$ cat config.mk
export PLATFORM = sky130hd
export DESIGN_NAME = spi_gpio_bridge
export DESIGN_NICKNAME = d
export VERILOG_FILES = /design/src/hdl/spi_gpio_pkg.sv /design/src/hdl/spi_shifter.sv /design/src/hdl/gpio_bank.sv /design/src/hdl/spi_cmd_ctrl.sv /design/src/hdl/spi_gpio_bridge.sv
export VERILOG_INCLUDE_DIRS = /design/src /design/src/hdl
export SDC_FILE = /design/constraint.sdc
export NUM_CORES = 1
export LEC_CHECK = 0
export BUFFER_PORTS_ARGS = -buffer_cell sky130_fd_sc_hd__clkbuf_2
export CORE_MARGIN = 3
export CORE_UTILIZATION = 50
export DETAILED_ROUTE_END_ITERATION = 8
export PLACE_DENSITY = 0.81
export RECOVER_POWER = 50
export SLEW_MARGIN = 20
export SYNTH_ARGS = -nofsm -noshare
export SYNTH_HDL_FRONTEND = slang
export SYNTH_SLANG_ARGS = --single-unit
$ cat constraint.sdc
create_clock -name clk -period 1.6 [get_ports clk]
set_input_delay 0.24 -clock clk [delete_from_list [all_inputs] [get_ports clk]]
set_output_delay 0.24 -clock clk [all_outputs]
set_load 0.01 [all_outputs]
$ cat src/hdl/spi_gpio_consts.svh
// spi gpio bridge constants
// byte and address widths, bank count, register map offsets
`ifndef SPI_GPIO_CONSTS_SVH
`define SPI_GPIO_CONSTS_SVH

// spi byte and register address widths
`define SPI_DATA_W      8
`define SPI_ADDR_W      5

// four banks, one 4-register block each
`define GPIO_NUM_BANKS  4

// offsets inside a bank block
`define GPIO_REG_OE     2'd0
`define GPIO_REG_OUT    2'd1
`define GPIO_REG_IN     2'd2

// command byte layout
`define SPI_WRITE_BIT   7
// shifted out while the command byte comes in
`define SPI_DUMMY_BYTE  8'h5A

`endif

$ cat src/hdl/spi_gpio_pkg.sv
// spi gpio bridge types
// byte, address and bank index vectors plus the byte phase enum
`default_nettype none

`include "spi_gpio_consts.svh"

package spi_gpio_pkg;

	// one shifted byte or one register value
	typedef logic [`SPI_DATA_W-1:0] spi_byte_t;

	// register address from the command byte
	typedef logic [`SPI_ADDR_W-1:0] reg_addr_t;

	// bank number, bits 3:2 of the address
	typedef logic [$clog2(`GPIO_NUM_BANKS)-1:0] bank_idx_t;

	// byte phase inside a frame
	typedef enum logic {
		PHASE_ADDR = 1'b0,
		PHASE_DATA = 1'b1
	} spi_phase_t;

endpackage

`default_nettype wire

$ cat src/hdl/spi_shifter.sv
// spi slave shifter
// synchronizes sclk, cs_n and mosi, shifts bytes msb first, flags each byte
`timescale 1ns/100ps
`default_nettype none

`include "spi_gpio_consts.svh"

module spi_shifter
	import spi_gpio_pkg::*;
(
	input  logic      clk,
	input  logic      rst_n,
	input  logic      i_spi_clk,
	input  logic      i_spi_cs_n,
	input  logic      i_spi_mosi,
	input  logic      i_tx_load,
	input  spi_byte_t i_tx_byte,
	output logic      o_spi_miso,
	output logic      o_spi_miso_en,
	output logic      o_byte_done,
	output logic      o_sel_fall,
	output logic      o_sel_rise,
	output spi_byte_t o_rx_byte
);

	// two-flop synchronizers, bit 1 is the safe side
	logic [1:0] sclk_sync;
	logic [1:0] cs_sync;
	logic [1:0] mosi_sync;
	logic sclk_prev;
	logic sclk_rise;
	logic cs_prev;
	logic shift_en;
	// one-hot bit position, all zero once the byte is full
	logic [`SPI_DATA_W-1:0] bit_cnt;
	spi_byte_t shift_r;
	logic byte_done_r;

	always_ff @(posedge clk or negedge rst_n) begin
		if (!rst_n) begin
			sclk_sync <= 2'b00;
			cs_sync   <= 2'b11;
			mosi_sync <= 2'b00;
			sclk_prev <= 1'b0;
			sclk_rise <= 1'b0;
			cs_prev   <= 1'b1;
		end else begin
			sclk_sync <= {sclk_sync[0], i_spi_clk};
			cs_sync   <= {cs_sync[0], i_spi_cs_n};
			mosi_sync <= {mosi_sync[0], i_spi_mosi};
			sclk_prev <= sclk_sync[1];
			// registered edge, lands third cycle after the pin edge
			sclk_rise <= sclk_sync[1] & ~sclk_prev;
			cs_prev   <= cs_sync[1];
		end
	end

	// chip select edges for the controller
	assign o_sel_fall = cs_prev & ~cs_sync[1];
	assign o_sel_rise = ~cs_prev & cs_sync[1];

	// only shift while selected
	assign shift_en = sclk_rise & ~cs_sync[1];

	always_ff @(posedge clk or negedge rst_n) begin
		if (!rst_n) begin
			bit_cnt     <= `SPI_DATA_W'(1);
			shift_r     <= `SPI_DUMMY_BYTE;
			byte_done_r <= 1'b0;
		end else begin
			// pulse one cycle after the eighth edge
			byte_done_r <= shift_en & bit_cnt[`SPI_DATA_W-1];
			if (o_sel_fall) begin
				// new frame always opens with the dummy byte
				bit_cnt <= `SPI_DATA_W'(1);
				shift_r <= `SPI_DUMMY_BYTE;
			end else if (i_tx_load) begin
				bit_cnt <= `SPI_DATA_W'(1);
				shift_r <= i_tx_byte;
			end else if (shift_en) begin
				bit_cnt <= {bit_cnt[`SPI_DATA_W-2:0], 1'b0};
				// mosi enters at the lsb
				shift_r <= {shift_r[`SPI_DATA_W-2:0], mosi_sync[1]};
			end
		end
	end

	assign o_byte_done = byte_done_r;
	assign o_rx_byte   = shift_r;

	// master samples msb at the next rising sclk
	assign o_spi_miso    = shift_r[`SPI_DATA_W-1];
	// stands in for the tri-state buffer
	assign o_spi_miso_en = ~cs_sync[1];

endmodule

`default_nettype wire

$ cat src/hdl/gpio_bank.sv
// gpio bank
// output-enable and output-data registers, synchronized pin input
`timescale 1ns/100ps
`default_nettype none

module gpio_bank
	import spi_gpio_pkg::*;
(
	input  logic      clk,
	input  logic      rst_n,
	input  logic      i_wr_en,
	input  logic      i_wr_sel,
	input  spi_byte_t i_wr_data,
	input  spi_byte_t i_pins,
	output spi_byte_t o_oe,
	output spi_byte_t o_out,
	output spi_byte_t o_in
);

	spi_byte_t oe_r;
	spi_byte_t out_r;
	// pin synchronizer stages
	spi_byte_t pin_meta;
	spi_byte_t pin_sync;

	always_ff @(posedge clk or negedge rst_n) begin
		if (!rst_n) begin
			oe_r  <= '0;
			out_r <= '0;
		end else if (i_wr_en) begin
			// sel high picks oe, low picks out
			if (i_wr_sel)
				oe_r <= i_wr_data;
			else
				out_r <= i_wr_data;
		end
	end

	always_ff @(posedge clk) begin
		pin_meta <= i_pins;
		pin_sync <= pin_meta;
	end

	assign o_oe  = oe_r;
	assign o_out = out_r;
	assign o_in  = pin_sync;

endmodule

`default_nettype wire

$ cat src/hdl/spi_cmd_ctrl.sv
// spi command controller
// address/data phase FSM, command latch, write strobes, read-data select
`timescale 1ns/100ps
`default_nettype none

`include "spi_gpio_consts.svh"

module spi_cmd_ctrl
	import spi_gpio_pkg::*;
(
	input  logic                           clk,
	input  logic                           rst_n,
	input  logic                           i_byte_done,
	input  logic                           i_sel_fall,
	input  logic                           i_sel_rise,
	input  spi_byte_t                      i_rx_byte,
	input  spi_byte_t [`GPIO_NUM_BANKS-1:0] i_bank_oe,
	input  spi_byte_t [`GPIO_NUM_BANKS-1:0] i_bank_out,
	input  spi_byte_t [`GPIO_NUM_BANKS-1:0] i_bank_in,
	output logic                           o_tx_load,
	output spi_byte_t                      o_tx_byte,
	output logic [`GPIO_NUM_BANKS-1:0]     o_wr_en,
	output logic                           o_wr_sel,
	output spi_byte_t                      o_wr_data
);

	// block index is everything above the 2-bit offset
	localparam int unsigned BLK_W = `SPI_ADDR_W - 2;

	spi_phase_t phase;
	// latched command
	logic      cmd_wr;
	reg_addr_t cmd_addr;
	// read side decodes the byte just received
	reg_addr_t rd_addr;
	logic [BLK_W-1:0] rd_blk;
	bank_idx_t rd_bank;
	logic [1:0] rd_off;
	logic      rd_mapped;
	spi_byte_t rd_data;
	// write side decodes the latched address
	logic [BLK_W-1:0] wr_blk;
	bank_idx_t wr_bank;
	logic [1:0] wr_off;
	logic      wr_mapped;
	logic      wr_fire;
	logic      tx_load_r;
	spi_byte_t tx_byte_r;

	// phase FSM, toggles per byte, back to address on deselect
	always_ff @(posedge clk or negedge rst_n) begin
		if (!rst_n)
			phase <= PHASE_ADDR;
		else if (i_sel_rise)
			phase <= PHASE_ADDR;
		else if (i_byte_done)
			phase <= (phase == PHASE_ADDR) ? PHASE_DATA : PHASE_ADDR;
	end

	always_ff @(posedge clk or negedge rst_n) begin
		if (!rst_n) begin
			cmd_wr   <= 1'b0;
			cmd_addr <= '0;
		end else if (i_sel_fall) begin
			// no write carried over from an earlier frame
			cmd_wr <= 1'b0;
		end else if (i_byte_done && phase == PHASE_ADDR) begin
			cmd_wr   <= i_rx_byte[`SPI_WRITE_BIT];
			cmd_addr <= rd_addr;
		end
	end

	assign rd_addr   = i_rx_byte[`SPI_ADDR_W-1:0];
	assign rd_blk    = rd_addr[`SPI_ADDR_W-1:2];
	assign rd_bank   = rd_addr[2 +: $bits(bank_idx_t)];
	assign rd_off    = rd_addr[1:0];
	assign rd_mapped = rd_blk < BLK_W'(`GPIO_NUM_BANKS);

	// register read mux
	always_comb begin
		rd_data = '0;
		if (rd_mapped) begin
			case (rd_off)
				`GPIO_REG_OE:  rd_data = i_bank_oe[rd_bank];
				`GPIO_REG_OUT: rd_data = i_bank_out[rd_bank];
				`GPIO_REG_IN:  rd_data = i_bank_in[rd_bank];
				// offset 3 reads back zero
				default:       rd_data = '0;
			endcase
		end
	end

	assign wr_blk    = cmd_addr[`SPI_ADDR_W-1:2];
	assign wr_bank   = cmd_addr[2 +: $bits(bank_idx_t)];
	assign wr_off    = cmd_addr[1:0];
	assign wr_mapped = wr_blk < BLK_W'(`GPIO_NUM_BANKS);

	// data byte of a write to oe or out
	assign wr_fire = i_byte_done && phase == PHASE_DATA && cmd_wr && wr_mapped &&
		(wr_off == `GPIO_REG_OE || wr_off == `GPIO_REG_OUT);

	always_comb begin
		o_wr_en = '0;
		o_wr_en[wr_bank] = wr_fire;
	end

	assign o_wr_sel  = (wr_off == `GPIO_REG_OE);
	assign o_wr_data = i_rx_byte;

	// load pulse trails byte_done by one cycle, never meets a write
	always_ff @(posedge clk or negedge rst_n) begin
		if (!rst_n)
			tx_load_r <= 1'b0;
		else
			tx_load_r <= i_byte_done;
	end

	// next outgoing byte, read value only after a read command
	always_ff @(posedge clk) begin
		if (i_byte_done) begin
			if (phase == PHASE_ADDR && !i_rx_byte[`SPI_WRITE_BIT])
				tx_byte_r <= rd_data;
			else
				tx_byte_r <= `SPI_DUMMY_BYTE;
		end
	end

	assign o_tx_load = tx_load_r;
	assign o_tx_byte = tx_byte_r;

endmodule

`default_nettype wire

$ cat src/hdl/spi_gpio_bridge.sv
// spi to gpio bridge top
// shifter, command controller and the gpio banks
`timescale 1ns/100ps
`default_nettype none

`include "spi_gpio_consts.svh"

module spi_gpio_bridge
	import spi_gpio_pkg::*;
(
	input  logic                            clk,
	input  logic                            rst_n,
	input  logic                            i_spi_clk,
	input  logic                            i_spi_cs_n,
	input  logic                            i_spi_mosi,
	output logic                            o_spi_miso,
	output logic                            o_spi_miso_en,
	output spi_byte_t [`GPIO_NUM_BANKS-1:0] o_gpio_oe,
	output spi_byte_t [`GPIO_NUM_BANKS-1:0] o_gpio_out,
	input  spi_byte_t [`GPIO_NUM_BANKS-1:0] i_gpio_in
);

	// shifter to controller
	logic      byte_done;
	logic      sel_fall;
	logic      sel_rise;
	spi_byte_t rx_byte;
	logic      tx_load;
	spi_byte_t tx_byte;
	// controller to banks
	logic [`GPIO_NUM_BANKS-1:0] wr_en;
	logic      wr_sel;
	spi_byte_t wr_data;
	// synchronized pin values back from the banks
	spi_byte_t [`GPIO_NUM_BANKS-1:0] bank_in;

	spi_shifter u_shifter (
		.clk           (clk),
		.rst_n         (rst_n),
		.i_spi_clk     (i_spi_clk),
		.i_spi_cs_n    (i_spi_cs_n),
		.i_spi_mosi    (i_spi_mosi),
		.i_tx_load     (tx_load),
		.i_tx_byte     (tx_byte),
		.o_spi_miso    (o_spi_miso),
		.o_spi_miso_en (o_spi_miso_en),
		.o_byte_done   (byte_done),
		.o_sel_fall    (sel_fall),
		.o_sel_rise    (sel_rise),
		.o_rx_byte     (rx_byte)
	);

	spi_cmd_ctrl u_ctrl (
		.clk         (clk),
		.rst_n       (rst_n),
		.i_byte_done (byte_done),
		.i_sel_fall  (sel_fall),
		.i_sel_rise  (sel_rise),
		.i_rx_byte   (rx_byte),
		.i_bank_oe   (o_gpio_oe),
		.i_bank_out  (o_gpio_out),
		.i_bank_in   (bank_in),
		.o_tx_load   (tx_load),
		.o_tx_byte   (tx_byte),
		.o_wr_en     (wr_en),
		.o_wr_sel    (wr_sel),
		.o_wr_data   (wr_data)
	);

	// banks A to D
	for (genvar b = 0; b < `GPIO_NUM_BANKS; b++) begin : g_bank
		gpio_bank u_bank (
			.clk       (clk),
			.rst_n     (rst_n),
			.i_wr_en   (wr_en[b]),
			.i_wr_sel  (wr_sel),
			.i_wr_data (wr_data),
			.i_pins    (i_gpio_in[b]),
			.o_oe      (o_gpio_oe[b]),
			.o_out     (o_gpio_out[b]),
			.o_in      (bank_in[b])
		);
	end

endmodule

`default_nettype wire

==> results of run 1 <==
## per-stage QoR
stage          hold slack (ns)  power [mW]  cell area (µm²)
3_3_place_gp             0.201        5.21             7310
6_report                 0.314        9.46             8670
3_5_place_dp             0.206        5.24             7310
4_1_cts                  0.293        9.35             8510
5_1_grt                  0.329        9.74             8670
2_1_floorplan          -0.0556        4.90             6190
## worst min path at each step
stage | depth (start not counted) | end | slack [ns] | startpoint
detailed placement | 1 | g_bank[0].u_bank.o_out[1] | 0.21 | rst_n
global route | 0 | g_bank[1].u_bank.o_in[6] | 0.33 | g_bank[1].u_bank.pin_meta[6]
global placement | 1 | g_bank[0].u_bank.o_out[1] | 0.20 | rst_n
floorplan | 0 | g_bank[0].u_bank.o_oe[0] | -0.06 | rst_n
CTS | 2 | u_ctrl.cmd_addr[4] | 0.29 | rst_n
finish | 0 | g_bank[0].u_bank.o_in[4] | 0.31 | g_bank[0].u_bank.pin_meta[4]
## state kept, by name, summed over array words and instances, names as in the netlist
signal / count
g_bank.u_bank.o_in: 32
g_bank.u_bank.o_oe: 32
g_bank.u_bank.o_out: 32
g_bank.u_bank.pin_meta: 32
u_ctrl.o_tx_byte: 8
u_shifter.bit_cnt: 8
u_shifter.o_rx_byte: 8
u_ctrl.cmd_addr: 5
u_shifter.cs_sync: 2
u_shifter.mosi_sync: 2
u_shifter.sclk_sync: 2
u_ctrl.cmd_wr: 1
u_ctrl.o_tx_load: 1
u_ctrl.phase: 1
u_shifter.cs_prev: 1
u_shifter.o_byte_done: 1
u_shifter.sclk_prev: 1
u_shifter.sclk_rise: 1
## area by class of cell
cell class	count	area, µm²	share of cell area [%]
Inverter	3	11.3	0.130
Tap cell	164	205	2.37
Sequential cell	170	3990	46.0
Timing Repair Buffer	208	1580	18.3
Clock buffer	19	453	5.23
Multi-Input combinational cell	224	2300	26.6
Clock inverter	13	125	1.44
## power groups by stage
stage	clock [mW]	sequential, mW	combinational (mW)
after global placement	0	4.62	0.595
after detailed placement	0	4.62	0.617
final	4.03	4.54	0.896
after global routing	4.24	4.55	0.952
after CTS	4.03	4.53	0.790
after floorplan	0	4.56	0.334
## worst max-delay path, delay by kind of cell (launching register included)
| family | cells | cell delay [ns] |
|---|---|---|
| flip-flops | 1 | 0.39 |
| buffers and inverters | 2 | 0.28 |
| AO/OA/AOI/OAI | 2 | 0.29 |
| multiplexers | 1 | 0.52 |
## layer usage
layer  up-vias  routed length, µm  GRT usage, %  part of all wire (%)
met2       277               9390          44.3                    50
met5         -                  0             0                     0
met1      2301               7040          35.0                    38
met4         0                796          12.8                   4.3
met3        68               1400          5.76                   7.5
li1       1938                  -             -                     -
## placed cells by master, fill, tap and decap left out, drive strengths merged
cell	synthesis	final
a311oi	4	4
dfstp	8	8
mux2	74	74
clkinv	0	4
a2111oi	4	4
nor2	11	11
a211oi	11	11
o22ai	4	4
dfxtp	64	64
a21oi	11	11
o31ai	4	4
nor2b	19	19
nand3	4	4
o21ba	1	1
dlygate4sd3	0	36
clkbuf	15	122
inv	3	12
o41ai	4	4
edfxtp	8	8
and4bb	1	1
nand2	25	25
and3b	4	4
nor3b	2	2
nand2b	5	5
nor3	1	1
nand4b	4	4
mux4	16	16
a21o	1	1
and2	1	1
or2	2	2
nand4	4	4
buf	10	69
o21ai	4	4
dfrtp	90	90
mux2i	1	1
o21a	1	1
o22a	1	1
## cell families (layout without fill, tap and decap cells)
kind of cell	Yosys count	count (layout)	synth area share, %
compound gates	50	50	5.69
mux	91	91	19.5
flops	170	170	64.4
buf+inv	28	243	2.23
simple gates	83	83	8.20
## what timing repair did
action | in CTS | in global routing
pin swaps | 6 | 9
gates cloned | 1 | 0
hold endpoints to repair | 57 | 0
buffers inserted | 8 | 9
hold buffers | 36 | 0
endpoints found under the setup margin | 55 | 71
gates resized for setup | 37 | 29
==> impl_results.md, run 1 <==
* CP startpoint: u_shifter.o_rx_byte[2]
* Vias in the first global route at 4766
* Synth cell types at 39
* Initial Util at between 50% and 60%
* # rows at 39
* Peak supply drop at 1.37 mV
* CP Launch Type: flop
* Class of the worst hold path: flop to flop
* Synth async-reset ratio at between 50 and 60%
* RSZ-0062 raised after global routing: true
* Final Skew at about 0.021 ns
* Clock power share at 42.6%
* Die height at 117 µm
* DP HPWL at 10800 µm
* Die area at 13700 µm²
* First DRT Iteration DRCs at 398
* Final setup vio count at 29
* Sw Ratio at 25.4%
* Crit path time final at about 1.7 ns
* Cell Count, Final, Fillers Out at 801
* Grt ovf at 0
* Post-DR wirelength/cell at between 20 and 25 µm
* Max incr delay on CP at roughly 0.52 ns
* Synthesis warning total at 0
* EDFF count, synth at 8
* Post-synthesis area per instance at 14.7 µm²
* Switch Pwr at 2.40 mW
* Register-to-Register Setup Slack at -0.14 ns
* Slowest CP cell: mux4_2
* Most common cell in the netlist: dfrtp_1
* Post-synthesis register bit count at 170
* Die W at 117 µm
* Critical Path, Cell by Cell: buf_6 > buf_12 > mux4_2 > o22ai_2 > o31ai_1
* Root buf cell: clkbuf_16
* Max Cap Violations at 0
* Relative slew slack at 49.2%
* Top cell type's share of synthesized area at 36.4%
* Most used DFF post-synth: dfrtp_1
* Core region area at 11800 µm²
* Pin count of the biggest net entering global routing at 39
* Global-route wire length before repair at 27200 µm
* TNS Setup at -0.952 ns
* CTS Buffer Depth at 2
* Initial antenna violation count at 0
* Violated checks: setup timing
* Clk slew on worst S/H paths at ~0.070 ns
* Antenna-violating nets left at 0
* Ports at between 100 and 150
* Pins Over Slew Limit at 0
* Status: finished with violations
* Syn nets at around 460
* DRC errors left at 0
* Antenna Cells at 0
* CP endpoint kind: flop
* Final wirelength at ~19000 µm
* Comb pwr share at 9.5%
* Placed cells at 717
* Crit path kind: flop to flop
* Worst-Margin Slew at 0.762 ns
* Nets at 661
* Drt first pass iters at 4
* Post-synth top cells: dfrtp_1 (90), mux2_2 (74), dfxtp_1 (64)
* Area Growth Syn to Fin at 40.1%
* WP data arrival at ~1.9 ns
* RR Endpoint: u_ctrl.o_tx_byte[1]
* GR Util All Layers at 27.2%
* Final Hold Viols at 0
* Synth top area cells: dfrtp_1 (36%), dfxtp_1 (21%), mux2_2 (13%)
* Pwr Density at approximately 1100 nW/µm²
* Sink Count at 170
* CTS H-tree lvls at 4
* R2R Path Start: u_shifter.o_rx_byte[2]
* Worst skew pair latency at between 0.4 and 0.5 ns
* Pre-CTS setup slack at -0.119 ns
* Crit-path max FO at 6
* Worst setup endpoint: u_ctrl.o_tx_byte[1]
* Int Pwr at 7.06 mW
* Cells on worst reg2reg path at 5
* Layout cell share with drive strength beyond 1 at 53.4%
* Critical Path RT at 1.79 ns
* PortBufs at approximately 100
* Sequential element share of the synthesized area at between 60% and 70%
* Mapped Area at between 6000 and 7000 µm²
* Post-layout util at 73.7%
* Post-Syn Instances at 422
* FMAX at 575 MHz
* Fin crit share at 109%
* GP Congestion at approximately 0.88
* Vias per inst at ~5.7
* Fillers at 651
* Via count at 4584
* Final WS setup at -0.138 ns
* CTS Buf Count at 17
* Synth area leader: dfrtp_1
* CTS tree: built
* Sequential share of power at 48.0%
* Leakage at roughly 4.3 nW
Power figures use the tool's default switching activity.
==> run 2: changes to the inputs <==
--- a/config.mk
+++ b/config.mk
@@ -6,12 +6,15 @@
 export SDC_FILE = /design/constraint.sdc
 export NUM_CORES = 1
 export LEC_CHECK = 0
+export ABC_AREA = 1
 export BUFFER_PORTS_ARGS = -buffer_cell sky130_fd_sc_hd__clkbuf_2
 export CORE_MARGIN = 3
 export CORE_UTILIZATION = 50
 export DETAILED_ROUTE_END_ITERATION = 8
-export PLACE_DENSITY = 0.81
+export HOLD_SLACK_MARGIN = 0.05
+export PLACE_DENSITY = 0.8
 export RECOVER_POWER = 50
+export REMOVE_ABC_BUFFERS = 1
 export SLEW_MARGIN = 20
 export SYNTH_ARGS = -nofsm -noshare
 export SYNTH_HDL_FRONTEND = slang
==> run 2 against run 1 <==
Effect of this change: the run now ends clean; sequential power up 3%; via count up 15%; worst setup slack better by 0.24 ns; final area down 2.2%; synthesized area up 8.1%; cell count up 35%; clock-buffer cell count up 2; global-route usage down 5.1 points; largest power group unchanged; synthesized cell count up 76%; register-to-register slack better by 0.24 ns; first-iteration DRC count down 5.0%; critical path type unchanged.
==> impl_results.md, run 2 <==
* Worst skew pair latency at 0.43 ns (was 0.44 ns)
* WP data arrival at 1.80 ns (was 1.93 ns)
* Top cell type's share of synthesized area at 33.7% (was 36.4%)
* Pwr Density at 1230 nW/µm² (was 1090 nW/µm²)
* DRC errors left at 0 (unchanged)
* Most used DFF post-synth: dfrtp_1 (unchanged)
* Status: finished clean (was finished with violations)
* Pin count of the biggest net entering global routing at 41 (was 39)
* Initial antenna violation count at 0 (unchanged)
* Global-route wire length before repair at 25300 µm (was 27200 µm)
* Final Hold Viols at 0 (unchanged)
* Critical Path RT at 1.90 ns (was 1.79 ns)
* Relative slew slack at 46.1% (was 49.2%)
* Post-synthesis register bit count at 170 (unchanged)
* RSZ-0062 raised after global routing: false (was true)
* Die height at 122 µm (was 117 µm)
* Sink Count at 170 (unchanged)
* Most common cell in the netlist: nand2_1 (was dfrtp_1)
* Via count at 5275 (was 4584)
* Vias per inst at 4.88 (was 5.72)
* First DRT Iteration DRCs at 378 (was 398)
* Post-synthesis area per instance at 9.02 µm² (was 14.7 µm²)
* Hold path cells at 0 (unchanged)
* GR Util met2 at 35.8% (was 44.3%)
* Die W at 122 µm (was 117 µm)
* Sequential element share of the synthesized area at 59.6% (was 64.4%)
* Clk slew on worst S/H paths at 0.06 ns (was 0.07 ns)
* FMAX at 667 MHz (was 575 MHz)
* CTS Buffer Depth at 2 (unchanged)
* GR Util All Layers at 22.1% (was 27.2%)
* Antenna-violating nets left at 0 (unchanged)
* Root buf cell: clkbuf_16 (unchanged)
* Most frequent cells in the layout: nand2_1 (257), clkbuf_2 (101), dfrtp_1 (89) (was clkbuf_2 (101), dfrtp_1 (89), mux2_2 (74))
* Ports at 103 (unchanged)
* CP Launch Type: flop (unchanged)
* Die area at 14800 µm² (was 13700 µm²)
* Commonest non-fill, non-tap cell in the layout: nand2_1 (was clkbuf_2)
* Antenna Cells at 0 (unchanged)
* CTS Buf Count at 17 (unchanged)
* CP endpoint kind: flop (unchanged)
* Nets at 932 (was 661)
* GRT met1 Usage at 28.7% (was 35.0%)
* Leakage at 4.20 nW (was 4.26 nW)
* Vias in the first global route at 5146 (was 4766)
* CTS tree: built (unchanged)
* Max Cap Violations at 0 (unchanged)
* Post-DR wirelength/cell at 14.1 µm (was 23.3 µm)
* Hold Path Origin: g_bank[0].u_bank.pin_meta[4] (unchanged)
* TNS Setup at 0 ns (was -0.952 ns)
* Drt first pass iters at 4 (unchanged)
* Worst-Margin Slew at 0.808 ns (was 0.762 ns)
* Layout cell share with drive strength beyond 1 at 24.3% (was 53.4%)
* Most used routing layer: met2 (unchanged)
* Crit path kind: flop to flop (unchanged)
* Synth cell types at 27 (was 39)
* Worst hold margin at 0.321 ns (was 0.314 ns)
* # rows at 41 (was 39)
* Crit-path max FO at 16 (was 6)
* WHS Endpoint: g_bank[0].u_bank.o_in[4] (unchanged)
* PortBufs at 102 (unchanged)
* Final wirelength at 15200 µm (was 18600 µm)
* Final setup vio count at 0 (was 29)
* Peak supply drop at 0.982 mV (was 1.37 mV)
* Fillers at 1027 (was 651)
* Multi-input gate area at 2160 µm² (was 2300 µm²)
* Final Skew at 0.0157 ns (was 0.0208 ns)
* Placed cells at 1011 (was 717)
* Core region area at 12800 µm² (was 11800 µm²)
* Synth area leader: dfrtp_1 (unchanged)
* Cells on worst reg2reg path at 6 (was 5)
* Synth top area cells: dfrtp_1 (34%), dfxtp_1 (19%), nand2_1 (14%) (was dfrtp_1 (36%), dfxtp_1 (21%), mux2_2 (13%))
* DP HPWL at 10000 µm (was 10800 µm)
* Synth async-reset ratio at 57.6% (unchanged)
* Area Growth Syn to Fin at 26.8% (was 40.1%)
* Initial Util at 52.1% (was 52.6%)
* CTS H-tree lvls at 4 (unchanged)
* Post-Syn Instances at 741 (was 422)
* GP Congestion at 0.861 (was 0.876)
* R2R Path Start: u_ctrl.cmd_addr[1] (was u_shifter.o_rx_byte[2])
* Crit path time final at 1.50 ns (was 1.74 ns)
* Cell Count, Final, Fillers Out at 1080 (was 801)
* Fin crit share at 93.8% (was 109%)
* Mapped Area at 6690 µm² (was 6180 µm²)
* Class of the worst hold path: flop to flop (unchanged)
* EDFF count, synth at 8 (unchanged)
* RR Endpoint: g_bank[2].u_bank.o_out[3] (was u_ctrl.o_tx_byte[1])
* Post-synth top cells: nand2_1 (258), dfrtp_1 (90), inv_1 (87) (was dfrtp_1 (90), mux2_2 (74), dfxtp_1 (64))
* M3 GR Usage at 7.01% (was 5.76%)
* Reg area at 3990 µm² (unchanged)
* Grt ovf at 0 (unchanged)
* Register-to-Register Setup Slack at 0.1 ns (was -0.14 ns)
* Pins Over Slew Limit at 0 (unchanged)
* Synthesis warning total at 0 (unchanged)
[run 2: repair_timing]
item / 4_1_cts / 5_1_grt
resized for setup: 1 / 8
cloned: 0 / 1
buffers inserted: 0 / 0
hold buffers: 36 / 0
endpoints found under the hold margin: 64 / 0
setup endpoints to repair: 2 / 8
[run 2: how the worst max path moves through the flow]
stage                                      start                        end  slack, ns  cells past startpoint
final                         u_ctrl.cmd_addr[1]  g_bank[2].u_bank.o_out[3]        0.1                      6
after CTS                 u_shifter.o_rx_byte[3]        u_ctrl.o_tx_byte[7]       0.04                      7
after global placement    u_shifter.o_rx_byte[3]        u_ctrl.o_tx_byte[0]       0.04                      8
after detailed placement  u_shifter.o_rx_byte[3]        u_ctrl.o_tx_byte[0]      -0.02                      8
after floorplan           u_shifter.o_rx_byte[2]        u_ctrl.o_tx_byte[0]      -0.83                      9
after global routing          u_ctrl.cmd_addr[1]  g_bank[2].u_bank.o_out[3]       0.01                      6
[run 2: per-stage QoR]
step	util, %	cell area (µm²)	total power [mW]	setup slack, ns
after floorplan	-	6500	5.72	-0.829
after global placement	58.3	7470	6.31	0.0377
after detailed placement	58.3	7470	6.34	-0.0151
after CTS	65.8	8440	10.5	0.0359
after global routing	66.1	8480	11.0	0.0105
final	66.1	8480	10.5	0.0998
[run 2: routing by layer]
metal | wire length (µm) | up-vias
met3 | 1180 | 15
li1 | - | 2622
met1 | 6560 | 2439
met4 | 152 | 0
met5 | 0 | -
met2 | 7320 | 199
[run 2: worst max-delay path, cell delays in order, from the launching register on]
cell,delay [ns]
dfrtp_1,0.44
nor2_1,0.16
nand2_2,0.14
inv_6,0.15
nand3_4,0.24
nand2_1,0.18
o21ai_2,0.06
[run 2: logic make-up (layout without fill, tap and decap cells)]
family	count (synthesis)	in the layout	share of synthesized area [%]
DFF	170	170	59.6
and+or+nand+nor	345	345	22.2
buffers and inverters	122	289	8.18
AOI/OAI and AO/OA	104	104	10.0
[run 2: where the power goes]
part / switching (mW) / internal, mW
clock network: 1.67 / 2.39
logic: 1.13 / 0.612
registers: 0.135 / 4.54
[run 2: area by class of cell]
class,count,area share [%]
clock buffers,21,5.81
clock inverters,11,1.25
inverters,94,4.34
multi-input cells,449,25.5
flip-flops and latches,170,47.0
well taps,172,2.54
repair buffers,163,13.6
